<file path="src/logic/router_pkg.sv">
//////////////////////////////////////////////////
// router package
// port and field widths, metadata and control request structs
//////////////////////////////////////////////////

package router_pkg;

    ////////////////////////////////////////////////
    // widths

    localparam int PORT_W     = 4;              // 16 ports
    localparam int NUM_PORTS  = 1 << PORT_W;
    localparam int PRIO_W     = 3;
    localparam int LEN_W      = 16;             // frame length in bytes
    localparam int DATA_BYTES = 8;              // default stream width
    localparam int CTRL_AW    = 5;
    localparam int CTRL_DW    = 32;
    localparam int CNT_ADDR   = NUM_PORTS;      // frame count sits just past the table

    ////////////////////////////////////////////////
    // metadata

    // sampled from in_tuser on the first beat
    typedef struct packed {
        logic [PORT_W-1:0] ingress_port;
        logic [LEN_W-1:0]  byte_length;
    } ing_meta_t;

    // match-action engine's own view
    typedef struct packed {
        logic [PORT_W-1:0] ing_port;
        logic [PORT_W-1:0] egr_spec;
        logic [PRIO_W-1:0] prio;
        logic [LEN_W-1:0]  byte_length;
    } user_meta_t;

    // driven on out_tuser for every beat of a frame
    typedef struct packed {
        logic [PORT_W-1:0] ingress_port;
        logic [PORT_W-1:0] egress_port;
        logic [PRIO_W-1:0] prio;
        logic [LEN_W-1:0]  byte_length;
    } egr_meta_t;

    typedef struct packed {
        logic               wr;                 // one-cycle write strobe
        logic [CTRL_AW-1:0] addr;
        logic [CTRL_DW-1:0] wdata;
    } ctrl_req_t;

endpackage
</file>
<file path="src/logic/router_top.sv">
//////////////////////////////////////////////////
// packet router top level
//////////////////////////////////////////////////

`timescale 1ns/10ps

module router_top #(
    parameter int DATA_BYTES = router_pkg::DATA_BYTES
) (
    input  logic                            clk,
    input  logic                            rst,
    input  logic [DATA_BYTES*8-1:0]         in_tdata,
    input  logic [DATA_BYTES-1:0]           in_tkeep,
    input  logic                            in_tlast,
    input  router_pkg::ing_meta_t           in_tuser,
    input  logic                            in_tvalid,
    output logic                            in_tready,
    output logic [DATA_BYTES*8-1:0]         out_tdata,
    output logic [DATA_BYTES-1:0]           out_tkeep,
    output logic                            out_tlast,
    output router_pkg::egr_meta_t           out_tuser,
    output logic                            out_tvalid,
    input  logic                            out_tready,
    input  router_pkg::ctrl_req_t           ctrl_req,
    output logic [router_pkg::CTRL_DW-1:0]  ctrl_rdata,
    output logic                            meta_overflow   // sticky status
);

    port_map_wrapper #(
        .DATA_BYTES ( DATA_BYTES )
    ) u_wrapper (
        .clk           ( clk           ),
        .rst           ( rst           ),
        .in_tdata      ( in_tdata      ),
        .in_tkeep      ( in_tkeep      ),
        .in_tlast      ( in_tlast      ),
        .in_tuser      ( in_tuser      ),
        .in_tvalid     ( in_tvalid     ),
        .in_tready     ( in_tready     ),
        .out_tdata     ( out_tdata     ),
        .out_tkeep     ( out_tkeep     ),
        .out_tlast     ( out_tlast     ),
        .out_tuser     ( out_tuser     ),
        .out_tvalid    ( out_tvalid    ),
        .out_tready    ( out_tready    ),
        .ctrl_req      ( ctrl_req      ),
        .ctrl_rdata    ( ctrl_rdata    ),
        .meta_overflow ( meta_overflow )
    );

endmodule

</file>
<file path="src/logic/port_map_wrapper.sv">
//////////////////////////////////////////////////
// port-mapping wrapper
// maps stream metadata around the engine, pairwise loopback
//////////////////////////////////////////////////

`timescale 1ns/10ps

module port_map_wrapper #(
    parameter int DATA_BYTES = router_pkg::DATA_BYTES
) (
    input  logic                            clk,
    input  logic                            rst,
    input  logic [DATA_BYTES*8-1:0]         in_tdata,
    input  logic [DATA_BYTES-1:0]           in_tkeep,
    input  logic                            in_tlast,
    input  router_pkg::ing_meta_t           in_tuser,
    input  logic                            in_tvalid,
    output logic                            in_tready,
    output logic [DATA_BYTES*8-1:0]         out_tdata,
    output logic [DATA_BYTES-1:0]           out_tkeep,
    output logic                            out_tlast,
    output router_pkg::egr_meta_t           out_tuser,
    output logic                            out_tvalid,
    input  logic                            out_tready,
    input  router_pkg::ctrl_req_t           ctrl_req,
    output logic [router_pkg::CTRL_DW-1:0]  ctrl_rdata,
    output logic                            meta_overflow
);

    import router_pkg::*;

    user_meta_t meta_to_eng;
    user_meta_t meta_from_eng;
    logic       sof;

    // even port n goes to n+1, odd port n to n-1
    function automatic logic [PORT_W-1:0] egress_map(input logic [PORT_W-1:0] ing_id);
        return {ing_id[PORT_W-1:1], ~ing_id[0]};
    endfunction

    ////////////////////////////////////////////////
    // ingress side

    assign meta_to_eng.ing_port    = in_tuser.ingress_port;
    assign meta_to_eng.egr_spec    = '0;
    assign meta_to_eng.prio        = '0;    // engine fills from table
    assign meta_to_eng.byte_length = in_tuser.byte_length;

    stream_sof u_sof (
        .clk    ( clk       ),
        .rst    ( rst       ),
        .tvalid ( in_tvalid ),
        .tready ( in_tready ),
        .tlast  ( in_tlast  ),
        .sof    ( sof       )
    );

    echo_engine #(
        .DATA_BYTES ( DATA_BYTES )
    ) u_engine (
        .clk           ( clk           ),
        .rst           ( rst           ),
        .s_tdata       ( in_tdata      ),
        .s_tkeep       ( in_tkeep      ),
        .s_tlast       ( in_tlast      ),
        .s_tvalid      ( in_tvalid     ),
        .s_tready      ( in_tready     ),
        .meta_in       ( meta_to_eng   ),
        .meta_in_valid ( sof           ),
        .m_tdata       ( out_tdata     ),
        .m_tkeep       ( out_tkeep     ),
        .m_tlast       ( out_tlast     ),
        .m_tvalid      ( out_tvalid    ),
        .m_tready      ( out_tready    ),
        .meta_out      ( meta_from_eng ),
        .ctrl_req      ( ctrl_req      ),
        .ctrl_rdata    ( ctrl_rdata    ),
        .meta_overflow ( meta_overflow )
    );

    ////////////////////////////////////////////////
    // egress side

    assign out_tuser.ingress_port = meta_from_eng.ing_port;
    assign out_tuser.egress_port  = egress_map(meta_from_eng.ing_port);
    assign out_tuser.prio         = meta_from_eng.prio;
    assign out_tuser.byte_length  = meta_from_eng.byte_length;

endmodule

</file>
<file path="src/logic/echo_engine.sv">
//////////////////////////////////////////////////
// echo match-action engine
// one-stage pass-through with priority lookup and frame count
//////////////////////////////////////////////////

`timescale 1ns/10ps

module echo_engine #(
    parameter int DATA_BYTES = router_pkg::DATA_BYTES
) (
    input  logic                            clk,
    input  logic                            rst,
    input  logic [DATA_BYTES*8-1:0]         s_tdata,
    input  logic [DATA_BYTES-1:0]           s_tkeep,
    input  logic                            s_tlast,
    input  logic                            s_tvalid,
    output logic                            s_tready,
    input  router_pkg::user_meta_t          meta_in,
    input  logic                            meta_in_valid,
    output logic [DATA_BYTES*8-1:0]         m_tdata,
    output logic [DATA_BYTES-1:0]           m_tkeep,
    output logic                            m_tlast,
    output logic                            m_tvalid,
    input  logic                            m_tready,
    output router_pkg::user_meta_t          meta_out,
    input  router_pkg::ctrl_req_t           ctrl_req,
    output logic [router_pkg::CTRL_DW-1:0]  ctrl_rdata,
    output logic                            meta_overflow
);

    import router_pkg::*;

    localparam int META_DEPTH = 4;              // two frames in flight at most

    typedef struct packed {
        logic [DATA_BYTES*8-1:0] data;
        logic [DATA_BYTES-1:0]   keep;
        logic                    last;
    } beat_t;

    beat_t             s_beat;
    beat_t             stage_q;                 // held output beat
    logic              stage_vld;
    logic              s_xfer;
    logic              m_xfer;
    logic              frame_end;
    user_meta_t        meta_push;
    logic              meta_empty;
    logic [PRIO_W-1:0] port_prio;

    ////////////////////////////////////////////////
    // data stage

    assign s_beat    = '{data: s_tdata, keep: s_tkeep, last: s_tlast};
    assign s_tready  = !stage_vld || m_tready;  // empty or draining
    assign s_xfer    = s_tvalid && s_tready;
    assign m_xfer    = stage_vld && m_tready;
    assign frame_end = m_xfer && stage_q.last;

    always_ff @(posedge clk) begin
        if (rst) begin
            stage_vld <= 1'b0;
        end else if (s_tready) begin
            stage_vld <= s_tvalid;
        end
    end

    always_ff @(posedge clk) begin
        if (s_xfer) begin
            stage_q <= s_beat;
        end
    end

    assign m_tdata  = stage_q.data;
    assign m_tkeep  = stage_q.keep;
    assign m_tlast  = stage_q.last;
    assign m_tvalid = stage_vld;

    ////////////////////////////////////////////////
    // metadata path

    always_comb begin
        meta_push      = meta_in;
        meta_push.prio = port_prio;             // table entry for the ingress port
    end

    meta_fifo #(
        .T     ( user_meta_t ),
        .DEPTH ( META_DEPTH  )
    ) u_meta_fifo (
        .clk       ( clk           ),
        .rst       ( rst           ),
        .push      ( meta_in_valid ),
        .push_data ( meta_push     ),
        .pop       ( frame_end     ),           // retire on last beat out
        .head      ( meta_out      ),
        .empty     ( meta_empty    ),
        .overflow  ( meta_overflow )
    );

    ctrl_regs u_ctrl_regs (
        .clk         ( clk              ),
        .rst         ( rst              ),
        .ctrl_req    ( ctrl_req         ),
        .frame_done  ( frame_end        ),
        .lookup_port ( meta_in.ing_port ),
        .lookup_prio ( port_prio        ),
        .rdata       ( ctrl_rdata       )
    );

    // every beat leaving has its frame's metadata at the head
    a_meta_present: assert property (@(posedge clk) disable iff (rst)
        m_tvalid |-> !meta_empty);

endmodule

</file>
<file path="src/logic/ctrl_regs.sv">
//////////////////////////////////////////////////
// control registers
// per-port priority table and forwarded-frame counter
//////////////////////////////////////////////////

`timescale 1ns/10ps

module ctrl_regs (
    input  logic                                clk,
    input  logic                                rst,
    input  router_pkg::ctrl_req_t               ctrl_req,
    input  logic                                frame_done,
    input  logic [router_pkg::PORT_W-1:0]       lookup_port,
    output logic [router_pkg::PRIO_W-1:0]       lookup_prio,
    output logic [router_pkg::CTRL_DW-1:0]      rdata
);

    import router_pkg::*;

    logic [PRIO_W-1:0]  prio_tab [NUM_PORTS];
    logic [CTRL_DW-1:0] frame_cnt;
    logic               tab_sel;                // address hits the table

    assign tab_sel     = (ctrl_req.addr < CTRL_AW'(NUM_PORTS));
    assign lookup_prio = prio_tab[lookup_port]; // same-cycle lookup for the engine

    ////////////////////////////////////////////////
    // writes and counting

    always_ff @(posedge clk) begin
        if (rst) begin
            for (int i = 0; i < NUM_PORTS; i++) begin
                prio_tab[i] <= '0;
            end
            frame_cnt <= '0;
        end else begin
            if (ctrl_req.wr && tab_sel) begin
                prio_tab[ctrl_req.addr[PORT_W-1:0]] <= ctrl_req.wdata[PRIO_W-1:0];
            end
            if (frame_done) begin
                frame_cnt <= frame_cnt + 1'b1;
            end
        end
    end

    ////////////////////////////////////////////////
    // combinational read-back from addr

    always_comb begin
        if (tab_sel) begin
            rdata = CTRL_DW'(prio_tab[ctrl_req.addr[PORT_W-1:0]]);
        end else if (ctrl_req.addr == CTRL_AW'(CNT_ADDR)) begin
            rdata = frame_cnt;
        end else begin
            rdata = '0;                         // unmapped
        end
    end

    // the bench only ever writes mapped addresses
    a_wr_addr: assert property (@(posedge clk) disable iff (rst)
        ctrl_req.wr |-> (ctrl_req.addr <= CTRL_AW'(CNT_ADDR)));

endmodule

</file>
<file path="src/logic/meta_fifo.sv">
//////////////////////////////////////////////////
// metadata FIFO
// holds per-frame metadata from frame start to frame end
//////////////////////////////////////////////////

`timescale 1ns/10ps

module meta_fifo #(
    parameter type T     = logic [7:0],
    parameter int  DEPTH = 4
) (
    input  logic clk,
    input  logic rst,
    input  logic push,
    input  T     push_data,
    input  logic pop,
    output T     head,
    output logic empty,
    output logic overflow
);

    localparam int PTR_W = (DEPTH > 1) ? $clog2(DEPTH) : 1;
    localparam int CNT_W = $clog2(DEPTH + 1);

    T                 mem [DEPTH];              // payload storage
    logic [PTR_W-1:0] wr_ptr;
    logic [PTR_W-1:0] rd_ptr;
    logic [CNT_W-1:0] count;
    logic             full;
    logic             accept;                   // push that lands

    assign empty  = (count == '0);
    assign full   = (count == CNT_W'(DEPTH));
    assign accept = push && (!full || pop);     // a pop frees a slot this cycle
    assign head   = mem[rd_ptr];

    always_ff @(posedge clk) begin
        if (accept) begin
            mem[wr_ptr] <= push_data;
        end
    end

    always_ff @(posedge clk) begin
        if (rst) begin
            wr_ptr   <= '0;
            rd_ptr   <= '0;
            count    <= '0;
            overflow <= 1'b0;
        end else begin
            if (accept) begin
                wr_ptr <= (wr_ptr == PTR_W'(DEPTH - 1)) ? '0 : wr_ptr + 1'b1;
            end
            if (pop) begin
                rd_ptr <= (rd_ptr == PTR_W'(DEPTH - 1)) ? '0 : rd_ptr + 1'b1;
            end
            case ({accept, pop})
                2'b10:   count <= count + 1'b1;
                2'b01:   count <= count - 1'b1;
                default: count <= count;        // both or neither
            endcase
            if (push && !accept) begin
                overflow <= 1'b1;               // sticky until reset
            end
        end
    end

    a_no_underflow: assert property (@(posedge clk) disable iff (rst)
        pop |-> !empty);

endmodule

</file>
<file path="src/logic/stream_sof.sv">
//////////////////////////////////////////////////
// stream start-of-frame detect
// pulses on the first accepted beat of every frame
//////////////////////////////////////////////////

`timescale 1ns/10ps

module stream_sof (
    input  logic clk,
    input  logic rst,
    input  logic tvalid,
    input  logic tready,
    input  logic tlast,
    output logic sof
);

    logic xfer;
    logic in_frame;                             // set between first and last beat

    assign xfer = tvalid && tready;
    assign sof  = xfer && !in_frame;            // first beat of the frame

    always_ff @(posedge clk) begin
        if (rst) begin
            in_frame <= 1'b0;
        end else if (xfer) begin
            in_frame <= !tlast;                 // single-beat frame stays out
        end
    end

    // source keeps valid and last steady until the handshake
    a_src_hold: assert property (@(posedge clk) disable iff (rst)
        (tvalid && !tready) |=> (tvalid && $stable(tlast)));

endmodule

</file>
<file path="config.mk">
export PLATFORM = sky130hd
export DESIGN_NAME = router_top
export DESIGN_NICKNAME = d
export VERILOG_FILES = /design/src/logic/router_pkg.sv /design/src/logic/router_top.sv /design/src/logic/port_map_wrapper.sv /design/src/logic/echo_engine.sv /design/src/logic/ctrl_regs.sv /design/src/logic/meta_fifo.sv /design/src/logic/stream_sof.sv
export SDC_FILE = /design/constraint.sdc
export NUM_CORES = 1
export LEC_CHECK = 0
export CORE_ASPECT_RATIO = 1.1
export CORE_MARGIN = 1.5
export CORE_UTILIZATION = 50
export DETAILED_ROUTE_END_ITERATION = 10
export DONT_BUFFER_PORTS = 1
export PLACE_DENSITY = 0.75
export SYNTH_ARGS = -nofsm -noshare
export SYNTH_HDL_FRONTEND = slang
export SYNTH_SLANG_ARGS = --single-unit
</file>
<file path="constraint.sdc">
create_clock -name clk -period 5.7 [get_ports clk]
set_input_delay 1.14 -clock clk [delete_from_list [all_inputs] [get_ports clk]]
set_output_delay 1.14 -clock clk [all_outputs]
set_load 0.1 [all_outputs]
</file>
Word-level counts from Yosys, hierarchy flattened
Memories as Yosys holds them, arrays and structs flattened. A register that Yosys moved wholly into a read port is not among the register bits.
Index checks and enable logic that the tools add are counted.
{"block": "totals", "ff_bits": 115, "ram_bits": 140, "inputBits": 135, "output_inout_bits": 135, "elab_cells": 58, "n_memories": 2}
{"memory": "u_wrapper.u_engine.u_meta_fifo.mem", "depth": 4, "word_bits": 23, "rd": 1, "rd_clocked_by_memory_dff": 1, "wr": 1, "line_no": "meta_fifo.sv:25", "rtl": "T mem [DEPTH];"}
{"memory": "u_wrapper.u_engine.u_ctrl_regs.prio_tab", "depth": 16, "word_bits": 3, "rd": 2, "rd_clocked_by_memory_dff": 0, "wr": 16, "line_no": "ctrl_regs.sv:20", "rtl": "logic [PRIO_W-1:0] prio_tab [NUM_PORTS];"}
{"block": "classes", "add_sub_neg": 5, "order_cmp": 1, "n_eq_ne": 6, "muxes": 17, "bitwise": 1, "reduce_logical": 16}
{"op": "$mux 32", "count": 2}
{"op": "$add 32x1->32 const B", "count": 1}
{"op": "$mux 1", "count": 8}
{"op": "$mux 2", "count": 4}
{"op": "$logic_and 1x1->1", "count": 7}
{"op": "$eq 2x2->1 const B", "count": 3}
{"op": "$pmux 3 s2", "count": 1}
{"op": "$eq 5x5->1 const B", "count": 1}
{"op": "$logic_not 1->1", "count": 5}
{"op": "$lt 5x5->1 const B", "count": 1}
{"op": "$add 2x1->2 const B", "count": 2}
{"op": "$mux 4", "count": 1}
{"op": "$add 3x1->3 const B", "count": 1}
{"op": "$eq 3x3->1 const B", "count": 1}
{"op": "$mux 3", "count": 1}
{"op": "$reduce_or 3->1", "count": 1}
{"op": "$sub 3x1->3 const B", "count": 1}
{"op": "$eq 2x1->1 const B", "count": 1}
{"op": "$logic_or 1x1->1", "count": 2}
{"op": "$reduce_bool 2->1", "count": 1}
{"op": "$not 1->1", "count": 1}

Longest topological paths before layout
Gate-level depths: netlist of run 1.
{"block": "depth", "ltp_word": 7, "depth_mapped": 8, "depth_no_buf": 7}

Cells and area by module
Synthesis of run 1 repeated with hierarchy kept, for this count alone.
{"block": "hier_totals", "cells_unflattened": 693, "area_unflattened_um2": 11303.3}
{"mod": "ctrl_regs", "n_inst": 1, "cells_per_inst": 402, "area_per_inst_um2": 4503.1, "seq_area_each_um2": 2082.0}
{"mod": "meta_fifo", "n_inst": 1, "cells_per_inst": 202, "area_per_inst_um2": 4474.3, "seq_area_each_um2": 3443.3}
{"mod": "echo_engine", "n_inst": 1, "cells_per_inst": 79, "area_per_inst_um2": 2254.7, "seq_area_each_um2": 2212.1}
{"mod": "stream_sof", "n_inst": 1, "cells_per_inst": 5, "area_per_inst_um2": 41.3, "seq_area_each_um2": 20.0}
{"mod": "port_map_wrapper", "n_inst": 1, "cells_per_inst": 5, "area_per_inst_um2": 30.0, "seq_area_each_um2": 0.0}

Worst setup path before layout of run 1
Ideal clock, no wire load.
{"block": "synth_path", "kind": "input -> output", "startpoint": "input ctrl_req[33] in the netlist's numbering", "endpoint": "output ctrl_rdata[2] in the netlist's numbering", "t_arrival_ns": 5.448, "required_time_ns": 4.560, "path_slack_ns": -0.888, "cell_stages": 5, "path_buffers": 2, "cell_sequence": "clkbuf_1 > buf_2 > mux4_2 > mux2i_1 > o311ai_0"}
{"block": "synth_between", "elab_chain_cells": 3, "word_cells_on_any_way": 5, "classes_between": "order compare: 1; eq/ne: 1; mux: 2; memory: 1"}
{"element": "from (decl)", "line_no": "router_top.sv:24", "rtl": "input router_pkg::ctrl_req_t ctrl_req,"}
{"element": "branches (longest 2 deep; another with $mem_v2 16x3)"}
{"element": "$mux 32 *", "line_no": "ctrl_regs.sv:50", "rtl": "if (tab_sel) begin"}
{"element": "to (decl)", "line_no": "router_top.sv:25", "rtl": "output logic [router_pkg::CTRL_DW-1:0] ctrl_rdata,"}
Mark *: on every way between the ends.

Worst setup path after layout of run 1
{"block": "layout_path", "startpoint": "input ctrl_req[34] in the netlist's numbering", "endpoint": "output ctrl_rdata[5] in the netlist's numbering"}
{"block": "layout_between", "elab_chain_cells": 3, "word_cells_on_any_way": 4, "classes_between": "order compare: 1; eq/ne: 1; mux: 2"}
{"element": "branches (longest 2 deep; another with $lt 5x5->1)"}
{"element": "$mux 32 *", "line_no": "ctrl_regs.sv:50"}
Marks and branches as above.

==> results of run 1 <==
## power by group through the flow
stage / sequential (mW) / clock (mW) / combinational [mW]
floorplan: 2.41 / 0 / 0.300
global placement: 2.42 / 0 / 0.314
detailed placement: 2.43 / 0 / 0.321
CTS: 2.39 / 1.63 / 0.321
global route: 2.39 / 1.70 / 0.333
finish: 2.39 / 1.59 / 0.319
## layout by cell type, fill, tap and decap left out, types with 13 or more instances in the layout
master / count
sky130_fd_sc_hd__o31ai_1: 14
sky130_fd_sc_hd__a21oi_1: 27
sky130_fd_sc_hd__nor2_1: 31
sky130_fd_sc_hd__and3_1: 13
sky130_fd_sc_hd__or4_1: 16
sky130_fd_sc_hd__clkbuf_16: 25
sky130_fd_sc_hd__nand2_1: 20
sky130_fd_sc_hd__and2_1: 73
sky130_fd_sc_hd__mux4_2: 50
sky130_fd_sc_hd__nand3_1: 13
sky130_fd_sc_hd__edfxtp_1: 213
sky130_fd_sc_hd__or2_2: 14
sky130_fd_sc_hd__dfxtp_1: 43
## through the flow
step                      utilization (%)  cells
after floorplan                         -    667
after global placement               52.5    894
after detailed placement             52.5    894
after CTS                            56.4    939
after global routing                 56.4    939
final                                56.4    939
## flip-flops by register name, summed over array words and instances (netlist names), named ones only
register / flops
u_wrapper.u_engine.m_tvalid: 1
u_wrapper.u_engine.u_meta_fifo.count: 3
u_wrapper.u_engine.m_tlast: 1
u_wrapper.u_engine.m_tdata: 64
u_wrapper.u_engine.u_ctrl_regs.frame_cnt: 32
u_wrapper.u_engine.m_tkeep: 8
u_wrapper.u_engine.u_ctrl_regs.prio_tab: 48
u_wrapper.u_engine.u_meta_fifo.rd_ptr: 2
u_wrapper.u_engine.u_meta_fifo.wr_ptr: 2
u_wrapper.u_engine.u_meta_fifo.mem: 92
u_wrapper.u_engine.u_meta_fifo.overflow: 1
u_wrapper.u_sof.in_frame: 1
## worst register-to-register path, cell delays in order, from the launching register on
cell                        delay [ps]
sky130_fd_sc_hd__dfxtp_1          1070
sky130_fd_sc_hd__nand3_1           420
sky130_fd_sc_hd__a2111oi_2         820
sky130_fd_sc_hd__and2_1            940
sky130_fd_sc_hd__buf_4             270
## area by class of cell
cell class,instances,area (µm²),area share (%)
repair buffers,6,45.0,0.387
well taps,256,320,2.75
flip-flops and latches,257,7280,62.5
clock inverters,19,170,1.46
clock buffers,26,629,5.41
multi-input cells,363,3150,27.1
inverters,12,45.0,0.387
## worst max-delay path by stage
| stage | cells past startpoint | slack (ps) | end | start |
|---|---|---|---|---|
| 3_3_place_gp | 3 | 1560 | ctrl_rdata[5] | ctrl_req[34] |
| 5_1_grt | 3 | 1320 | ctrl_rdata[5] | ctrl_req[34] |
| 2_1_floorplan | 5 | 290 | ctrl_rdata[2] | ctrl_req[33] |
| 6_report | 3 | 1500 | ctrl_rdata[5] | ctrl_req[34] |
| 4_1_cts | 2 | 1430 | out_tuser[19] | flip-flop |
| 3_5_place_dp | 3 | 1460 | ctrl_rdata[5] | ctrl_req[34] |
## layer usage
| layer | vias up | GRT usage (%) |
|---|---|---|
| li1 | 2570 | - |
| met1 | 2800 | 23.5 |
| met2 | 193 | 32.9 |
| met3 | 41 | 5.16 |
| met4 | 0 | 5.99 |
| met5 | - | 0 |
## cells by family after synthesis
kind of cell | synth area share (%)
adders and majority gates | 0.898
AOI/OAI and AO/OA | 3.73
DFF | 68.7
and+or+nand+nor | 12.5
muxes | 11.2
buffers and inverters | 2.11
xor gates and xnor gates | 0.827
==> impl_metrics.toml, run 1 <==
[pwr]
seq_power_share_pct = 55.6
finalPower_mw = 4.30
switching_power_mw = 1.19
power.combinational.fraction_pct = 7.4
vdd_drop_max_mv = 0.216
power.share.clock_pct = 37.0
static-leakage-power_nw = 3.78
internal_power_contribution_mw = 3.11
power_density_mw_per_mm2 = 369
p_sw_share_pct = 27.6

[clocking]
cts_resized = 0
worst_setup_hold_path_clk_slew_ps = 70
ctsHtreeMaxLevel = 1
postCtsSetupRepairBufs = 0
clock_insertion_delay_worst_skew_ps = 520
cts_tree = "built"
cts_inserted_buffers = 25
hold_buffers = 0
cts.sinks = 257
clock_tree.root_cell = "sky130_fd_sc_hd__clkbuf_16"
cts_buffer_depth = 3

[sta]
final_critical_path_share_of_the_clock_period_pct = 73.6
setup_viol_count_final = 0
fin_worst_hold_slack_ps = 485
grt_setup_unrepaired = "no"
finalMaxSlewViolations = 0
achievable-frequency_mhz = 238
fin_worst_skew_ps = 18.4
final_critical_path_setup_slack_ps = 1500
relSlewSlack_pct = 23.7
final_number_of_hold_violating_endpoints = 0
timing.final.crit_period_ps = 4200
tns_ps = 0
tightestPinTransition_ps = 1140

[detailed_routing]
met3RoutedLength_um = 1690
avgRoutedWirePerCell_um = 23.0
detail-route-antenna-nets = 0
routed-wl-met2_um = 11400
wl_um = 21600
count_of_vias_placed_by_the_detailed_router = 5604
drt-met1-wl_um = 8110
count_of_tritonroute_iterations_in_the_first_routing_pass = 4
initialDrtViolationCount = 522
top_layer_used = "met4"
route.detailed.vias_per_inst = 5.97
remaining_drc_errors = 0

[yosys]
ys_ff_latch = 257
yosys.cell_count.top_type = "sky130_fd_sc_hd__edfxtp_1"
synth.distinct_cells = 46
synth_area_leaders = "sky130_fd_sc_hd__edfxtp_1 (60%), sky130_fd_sc_hd__mux4_2 (11%), sky130_fd_sc_hd__dfxtp_1 (8.3%), sky130_fd_sc_hd__and2_1 (4.3%), sky130_fd_sc_hd__a21oi_1 (1.3%)"
synth-warning-count = 0
synth_nets = 809
most_common_flop_cell_mapped_by_yosys = "sky130_fd_sc_hd__edfxtp_1"
synth_top_cells_by_count = "sky130_fd_sc_hd__edfxtp_1 (213), sky130_fd_sc_hd__and2_1 (73), sky130_fd_sc_hd__mux4_2 (50)"
mappedNetlistArea_mm2 = 0.0106
sequential_fraction_of_the_synthesis_area_pct = 68.7
synthDominantCellAreaShare_pct = 60.4
synth_async_sr_flop_share_pct = 0
postSynthCellCount = 667
synth_enable_flop_cells = 213
post_synth.cell_area_avg_um2 = 15.9
post-synth-top-area-cell = "sky130_fd_sc_hd__edfxtp_1"

[cells_and_area]
syn2layout_area_growth_pct = 9.89
finalNetCount = 807
finish.instance_area_mm2 = 0.0116
fill_cells = 1603
diodes = 0
final_layout_size_suffix_gt1_share_pct = 17.7

[place]
placement.io_buffers = 0
routabilityCongestion = 0.794
pre_cts_slack_ps = 1460
dp.final_hpwl_um = 14900
postPlaceCellArea_mm2 = 0.0108

[global_routing]
grt_first_pass_wirelength_um = 32300
grt_max_degree = 76
globalRouteTotalUtil_pct = 19.1
grt_antenna_before_repair = 0
grt_pass1_vias = 5671
global_route.overflow_total = 0

[worst_setup_path]
critical-path-max-stage-delay_ps = 890
reg2reg_depth = 4
setup.worst_path.start_class = "input port"
crit_path_dat_ps = 3060
worstPathBufferInverterCount = 0
cell_type_group_with_the_largest_total_delay_on_the_critical_path = "simple AND/OR/NAND/NOR gates"
worstPathCellList = "nor2_1 -> and3_1 -> and2_1"
setup.worst_path.end_class = "primary output"
regToRegStartpoint = "u_wrapper.u_engine.m_tvalid"
cp.required_ps = 4560
timing.critical_path.fanout_max = 32
r2r_end = "u_wrapper.u_engine.u_meta_fifo.mem[2][8]"
cp_slowest_cell = "sky130_fd_sc_hd__and2_1"
r2r_slack_ps = 1890
timing_worst_setup_path_type = "in -> out"

[worst_hold_path]
worstHoldStart = "u_wrapper.u_engine.u_meta_fifo.rd_ptr[1]"
worstHoldPathCells = 2
path_type_of_the_worst_min_delay_path = "reg -> reg"

[floorplanning]
design.portCount = 270
die_x_um = 142
design.die.area_mm2 = 0.0221
core_area_mm2 = 0.0206
fp-row-count = 55
fp.dieH_um = 156
initial_core_util_pct = 51.3

[job]
number_of_max_cap_violations = 0

[outcome]
run_status = "complete, no violations"
(Power assumes the default switching activity.)
==> run 2: changes to the inputs <==
Clock period 5.7 ns to 4.05 ns, I/O delays scaled along.
==> run 2 against run 1 <==
Setup slack worse by 550 ps. Via count is 4.9% higher. Clock power is 43% higher. Critical path type is now reg -> out. Critical endpoint is now out_tuser[19]. Largest cell class unchanged.
==> impl_metrics.toml, run 2 (synthesis gave the netlist of run 1 again) <==
[place]
pre_cts_slack_ps = 1040
placement.io_buffers = 0
postPlaceCellArea_mm2 = 0.0111
routabilityCongestion = 0.857
dp.final_hpwl_um = 14900

[detailed_routing]
route.detailed.vias_per_inst = 6.00
remaining_drc_errors = 0
initialDrtViolationCount = 397
detail-route-antenna-nets = 0
avgRoutedWirePerCell_um = 22.3
count_of_vias_placed_by_the_detailed_router = 5877
wl_um = 21900
count_of_tritonroute_iterations_in_the_first_routing_pass = 5

[clocking]
clock_tree.root_cell = "sky130_fd_sc_hd__clkbuf_16"
cts_tree = "built"
cts.sinks = 257
cts_resized = 0
ctsHtreeMaxLevel = 1
worst_setup_hold_path_clk_slew_ps = 60
clock_insertion_delay_worst_skew_ps = 520
cts_inserted_buffers = 26
postCtsSetupRepairBufs = 0
hold_buffers = 0
cts_buffer_depth = 3

[worst_setup_path]
cp.required_ps = 3240
cp_slowest_cell = "sky130_fd_sc_hd__mux4_2"
cell_depth_of_the_worst_setup_path = 3
timing.critical_path.fanout_max = 8
cell_type_group_with_the_largest_total_delay_on_the_critical_path = "multiplexers"
worstPathBufferInverterCount = 2
setup.worst_path.end_class = "primary output"
timing_worst_setup_path_type = "reg -> out"
setup.worst_path.start_class = "flip-flop"
critical-path-max-stage-delay_ps = 840
crit_path_dat_ps = 2290
reg2reg_depth = 7
worstPathCellList = "mux4_2 -> inv_1 -> buf_4"

[floorplanning]
initial_core_util_pct = 51.3
fp.dieH_um = 156
design.portCount = 270
die_x_um = 142
fp-row-count = 55
design.die.area_mm2 = 0.0221
core_area_mm2 = 0.0206

[pwr]
power_density_mw_per_mm2 = 511
switching_power_mw = 1.65
seq_power_share_pct = 54.9
static-leakage-power_nw = 4.01
power.combinational.fraction_pct = 7.8
power.share.clock_pct = 37.4
p_sw_share_pct = 26.9
vdd_drop_max_mv = 0.336
internal_power_contribution_mw = 4.46

[sta]
final_critical_path_setup_slack_ps = 950
relSlewSlack_pct = 23.7
achievable-frequency_mhz = 323
final_number_of_hold_violating_endpoints = 0
grt_setup_unrepaired = "no"
final_critical_path_share_of_the_clock_period_pct = 76.6
tns_ps = 0
fin_worst_skew_ps = 33.7
finalMaxSlewViolations = 0
fin_worst_hold_slack_ps = 345
setup_viol_count_final = 0
tightestPinTransition_ps = 1140
timing.final.crit_period_ps = 3100

[cells_and_area]
syn2layout_area_growth_pct = 12.9
finish.instance_area_mm2 = 0.0120
most_frequent_cells_in_the_layout = "sky130_fd_sc_hd__edfxtp_1 (213), sky130_fd_sc_hd__and2_1 (73), sky130_fd_sc_hd__mux4_2 (50)"
diodes = 0
final_util_pct = 57.9
finalNetCount = 846
final_common_cell = "sky130_fd_sc_hd__edfxtp_1"
max_reg_flops = 92
registers.top_by_ff_count = "u_wrapper.u_engine.u_meta_fifo.mem"
final_layout_size_suffix_gt1_share_pct = 21.7

[worst_hold_path]
worstHoldPathCells = 1
path_type_of_the_worst_min_delay_path = "in -> reg"

[job]
number_of_max_cap_violations = 0

[global_routing]
grt_max_degree = 64
grt_pass1_vias = 5876
grt_antenna_before_repair = 1
grt_first_pass_wirelength_um = 33300
global_route.overflow_total = 0
globalRouteTotalUtil_pct = 19.4

[outcome]
run_status = "complete, no violations"
## run 2: cell types whose count changed in the layout (fill, tap and decap cells not counted), moves of 2 or more
cell	previous run	this run
sky130_fd_sc_hd__clkbuf_1	1	6
sky130_fd_sc_hd__clkinvlp_4	5	0
sky130_fd_sc_hd__buf_4	6	43
sky130_fd_sc_hd__clkinvlp_2	0	2
sky130_fd_sc_hd__clkbuf_16	25	27
## run 2: metal layers
metal | wire (µm) | GRT usage [%] | vias up
li1 | - | - | 2662
met1 | 8610 | 25.4 | 2960
met2 | 11300 | 32.8 | 227
met3 | 1630 | 5.10 | 26
met4 | 281 | 4.03 | 2
met5 | 19 | 0 | -
## run 2: layout make-up
type | instances | area [µm²]
clock buffers | 33 | 698
clock inverters | 14 | 124
fillers | 1555 | 8680
inverters | 12 | 45.0
multi-input cells | 363 | 3150
flip-flops and latches | 257 | 7280
well taps | 256 | 320
repair buffers | 44 | 343
## run 2: worst paths after layout
kind / end / start / slack [ps]
worst max-delay path: out_tuser[19] / flip-flop / 950
worst min-delay path: u_wrapper.u_engine.u_ctrl_regs.frame_cnt[14] / rst / 350
worst max register to register: u_wrapper.u_engine.u_meta_fifo.count[2] / u_wrapper.u_engine.m_tvalid / 1560
worst min register to register: u_wrapper.u_engine.u_ctrl_regs.frame_cnt[19] / u_wrapper.u_engine.u_ctrl_regs.frame_cnt[19] / 490
## run 2: power groups by stage
stage          sequential (mW)  clock, mW  combinational, mW
3_5_place_dp              3.41          0              0.476
2_1_floorplan             3.39          0              0.426
6_report                  3.35       2.28              0.474
5_1_grt                   3.36       2.44              0.495
4_1_cts                   3.35       2.33              0.477
3_3_place_gp              3.40          0              0.465
## run 2: per-stage QoR
step           total power [mW]  std cells
2_1_floorplan              3.82        667
3_3_place_gp               3.87        932
3_5_place_dp               3.88        932
4_1_cts                    6.16        979
5_1_grt                    6.29        979
6_report                   6.11        979
==> run 3: changes to the inputs <==
Clock period 4.05 ns to 2.9 ns, I/O delays scaled along.
==> run 3 against run 2 <==
Via count is 1.0% higher. Utilization increased by 2.4 points. Cell area increased by 4.2%. Worst hold slack got worse by 200 ps. Cell count grew 0.10%. Non-clock buffer count increased by 3. First-iteration DRC count rose by 7.1%. Setup slack lost 850 ps. Critical endpoint is now ctrl_rdata[0]. Highest routed layer is now met4.
==> impl_metrics.toml, run 3 (synthesis gave the netlist of run 1 again) <==
[outcome]
run_status = "complete, no violations"

[clocking]
clock_insertion_delay_worst_skew_ps = 520
hold_buffers = 0
cts_inserted_buffers = 26
worst_setup_hold_path_clk_slew_ps = 60
cts_tree = "built"
clock_tree.root_cell = "sky130_fd_sc_hd__clkbuf_16"
ctsHtreeMaxLevel = 1
cts_resized = 0
cts.sinks = 257
cts_buffer_depth = 3
postCtsSetupRepairBufs = 0

[worst_setup_path]
setup.worst_path.start_class = "flip-flop"
cp.required_ps = 2320
timing.critical_path.fanout_max = 2
r2r_slack_ps = 490
setup.worst_path.end_class = "primary output"
timing_worst_setup_path_type = "reg -> out"
crit_path_dat_ps = 2220
regToRegStartpoint = "u_wrapper.u_engine.m_tlast"
r2r_end = "u_wrapper.u_engine.u_meta_fifo.mem[1][13]"
reg2reg_depth = 3

[floorplanning]
fp-row-count = 55
initial_core_util_pct = 51.3
design.die.area_mm2 = 0.0221
core_area_mm2 = 0.0206
fp.dieH_um = 156
die_x_um = 142
design.portCount = 270

[place]
pre_cts_slack_ps = 330
dp.final_hpwl_um = 14900
routabilityCongestion = 0.910
placement.io_buffers = 0
placed_cells_incl_taps = 935

[sta]
fin_worst_skew_ps = 10.9
finalMaxSlewViolations = 0
timing.final.crit_period_ps = 2800
final_number_of_hold_violating_endpoints = 0
relSlewSlack_pct = 33.1
grt_setup_unrepaired = "no"
final_critical_path_setup_slack_ps = 97.9
tightestPinTransition_ps = 1000
setup_viol_count_final = 0
achievable-frequency_mhz = 357
final_critical_path_share_of_the_clock_period_pct = 96.6

[worst_hold_path]
worstHoldStart = "rst"
min_to = "u_wrapper.u_engine.u_ctrl_regs.frame_cnt[1]"
worstHoldPathCells = 1
path_type_of_the_worst_min_delay_path = "in -> reg"

[global_routing]
grtUsageMet1_pct = 25.6
grt_max_degree = 76
grt_busiest_layer = "met2"
grt_first_pass_wirelength_um = 33900
globalRouteTotalUtil_pct = 19.9
grt_antenna_before_repair = 0
global_route.usage.met3_pct = 4.70
grt_pass1_vias = 5949
global_route.overflow_total = 0
met2_use_gr_pct = 34.4

[detailed_routing]
avgRoutedWirePerCell_um = 22.7
remaining_drc_errors = 0
route.detailed.vias_per_inst = 6.06
initialDrtViolationCount = 425
count_of_vias_placed_by_the_detailed_router = 5936
count_of_tritonroute_iterations_in_the_first_routing_pass = 5
detail-route-antenna-nets = 0
wl_um = 22200

[cells_and_area]
registers.top_by_ff_count = "u_wrapper.u_engine.u_meta_fifo.mem"
max_reg_flops = 92
final-instance-count-excl-fill = 980
final_common_cell = "sky130_fd_sc_hd__edfxtp_1"
sequential_cell_area_mm2 = 0.00728
finalNetCount = 849
area_of_the_multi_input_gates_mm2 = 0.00316
most_frequent_cells_in_the_layout = "sky130_fd_sc_hd__edfxtp_1 (213), sky130_fd_sc_hd__and2_1 (69), sky130_fd_sc_hd__mux4_2 (50)"
syn2layout_area_growth_pct = 17.6
final_layout_size_suffix_gt1_share_pct = 22.2
diodes = 0
fill_cells = 1528

[pwr]
power_density_mw_per_mm2 = 706
static-leakage-power_nw = 4.15
vdd_drop_max_mv = 0.431

[job]
number_of_max_cap_violations = 0
run 3: changes by cell type in the layout (fill, tap and decap cells not counted):
cell	change
sky130_fd_sc_hd__clkinv_4	-2
sky130_fd_sc_hd__clkinv_2	-3
sky130_fd_sc_hd__and2_1	-4
sky130_fd_sc_hd__clkinv_1	+3
sky130_fd_sc_hd__buf_4	-30
sky130_fd_sc_hd__and2_2	+4
sky130_fd_sc_hd__dfxtp_2	+1
sky130_fd_sc_hd__buf_12	+33
sky130_fd_sc_hd__clkinvlp_2	-2
sky130_fd_sc_hd__bufinv_16	+3
sky130_fd_sc_hd__dfxtp_1	-1
sky130_fd_sc_hd__clkbuf_1	-1
run 3: final cells by class:
class	instances	share of cell area, %
clock buffer	32	5.57
tap	256	2.57
timing repair buffer	47	6.25
clock inverter	13	1.47
inverter	12	0.362
sequential	257	58.4
multi-input combinational	363	25.3
run 3: critical path, cell delays in order (launching register included):
cell and delay (ps):
sky130_fd_sc_hd__edfxtp_1 410, sky130_fd_sc_hd__mux4_2 480, sky130_fd_sc_hd__a22oi_1 370, sky130_fd_sc_hd__o311ai_4 180, sky130_fd_sc_hd__buf_4 270
run 3: worst max path at each step:
stage / to / slack, ps / from
finish: ctrl_rdata[0] / 100 / u_wrapper.u_engine.u_ctrl_regs.prio_tab[15][0]
floorplan: ctrl_rdata[2] / -460 / ctrl_req[33]
global route: ctrl_rdata[2] / 50 / u_wrapper.u_engine.u_ctrl_regs.prio_tab[6][2]
detailed placement: ctrl_rdata[2] / 330 / ctrl_req[34]
CTS: ctrl_rdata[2] / 60 / u_wrapper.u_engine.u_ctrl_regs.prio_tab[6][2]
global placement: ctrl_rdata[0] / 400 / ctrl_req[34]
run 3: where the power goes:
part | total [mW] | internal, mW | switching (mW)
Combinational | 0.686 | 0.191 | 0.494
Clock | 3.42 | 2.13 | 1.29
Sequential | 4.68 | 4.19 | 0.496
run 3: through the flow:
stage	utilization [%]	setup TNS (ps)	power [mW]	hold WS [ps]	instance area, µm²
2_1_floorplan	-	-458	5.34	447	10600
3_3_place_gp	56.1	0	5.42	457	11600
3_5_place_dp	56.1	0	5.45	469	11600
4_1_cts	60.3	0	8.87	119	12500
5_1_grt	60.3	0	9.05	129	12500
6_report	60.3	0	8.79	149	12500
run 3: routing by layer:
| metal | wire, µm | vias up |
|---|---|---|
| met5 | 0 | - |
| li1 | - | 2663 |
| met4 | 372 | 0 |
| met3 | 1640 | 31 |
| met1 | 8530 | 2997 |
| met2 | 11700 | 245 |
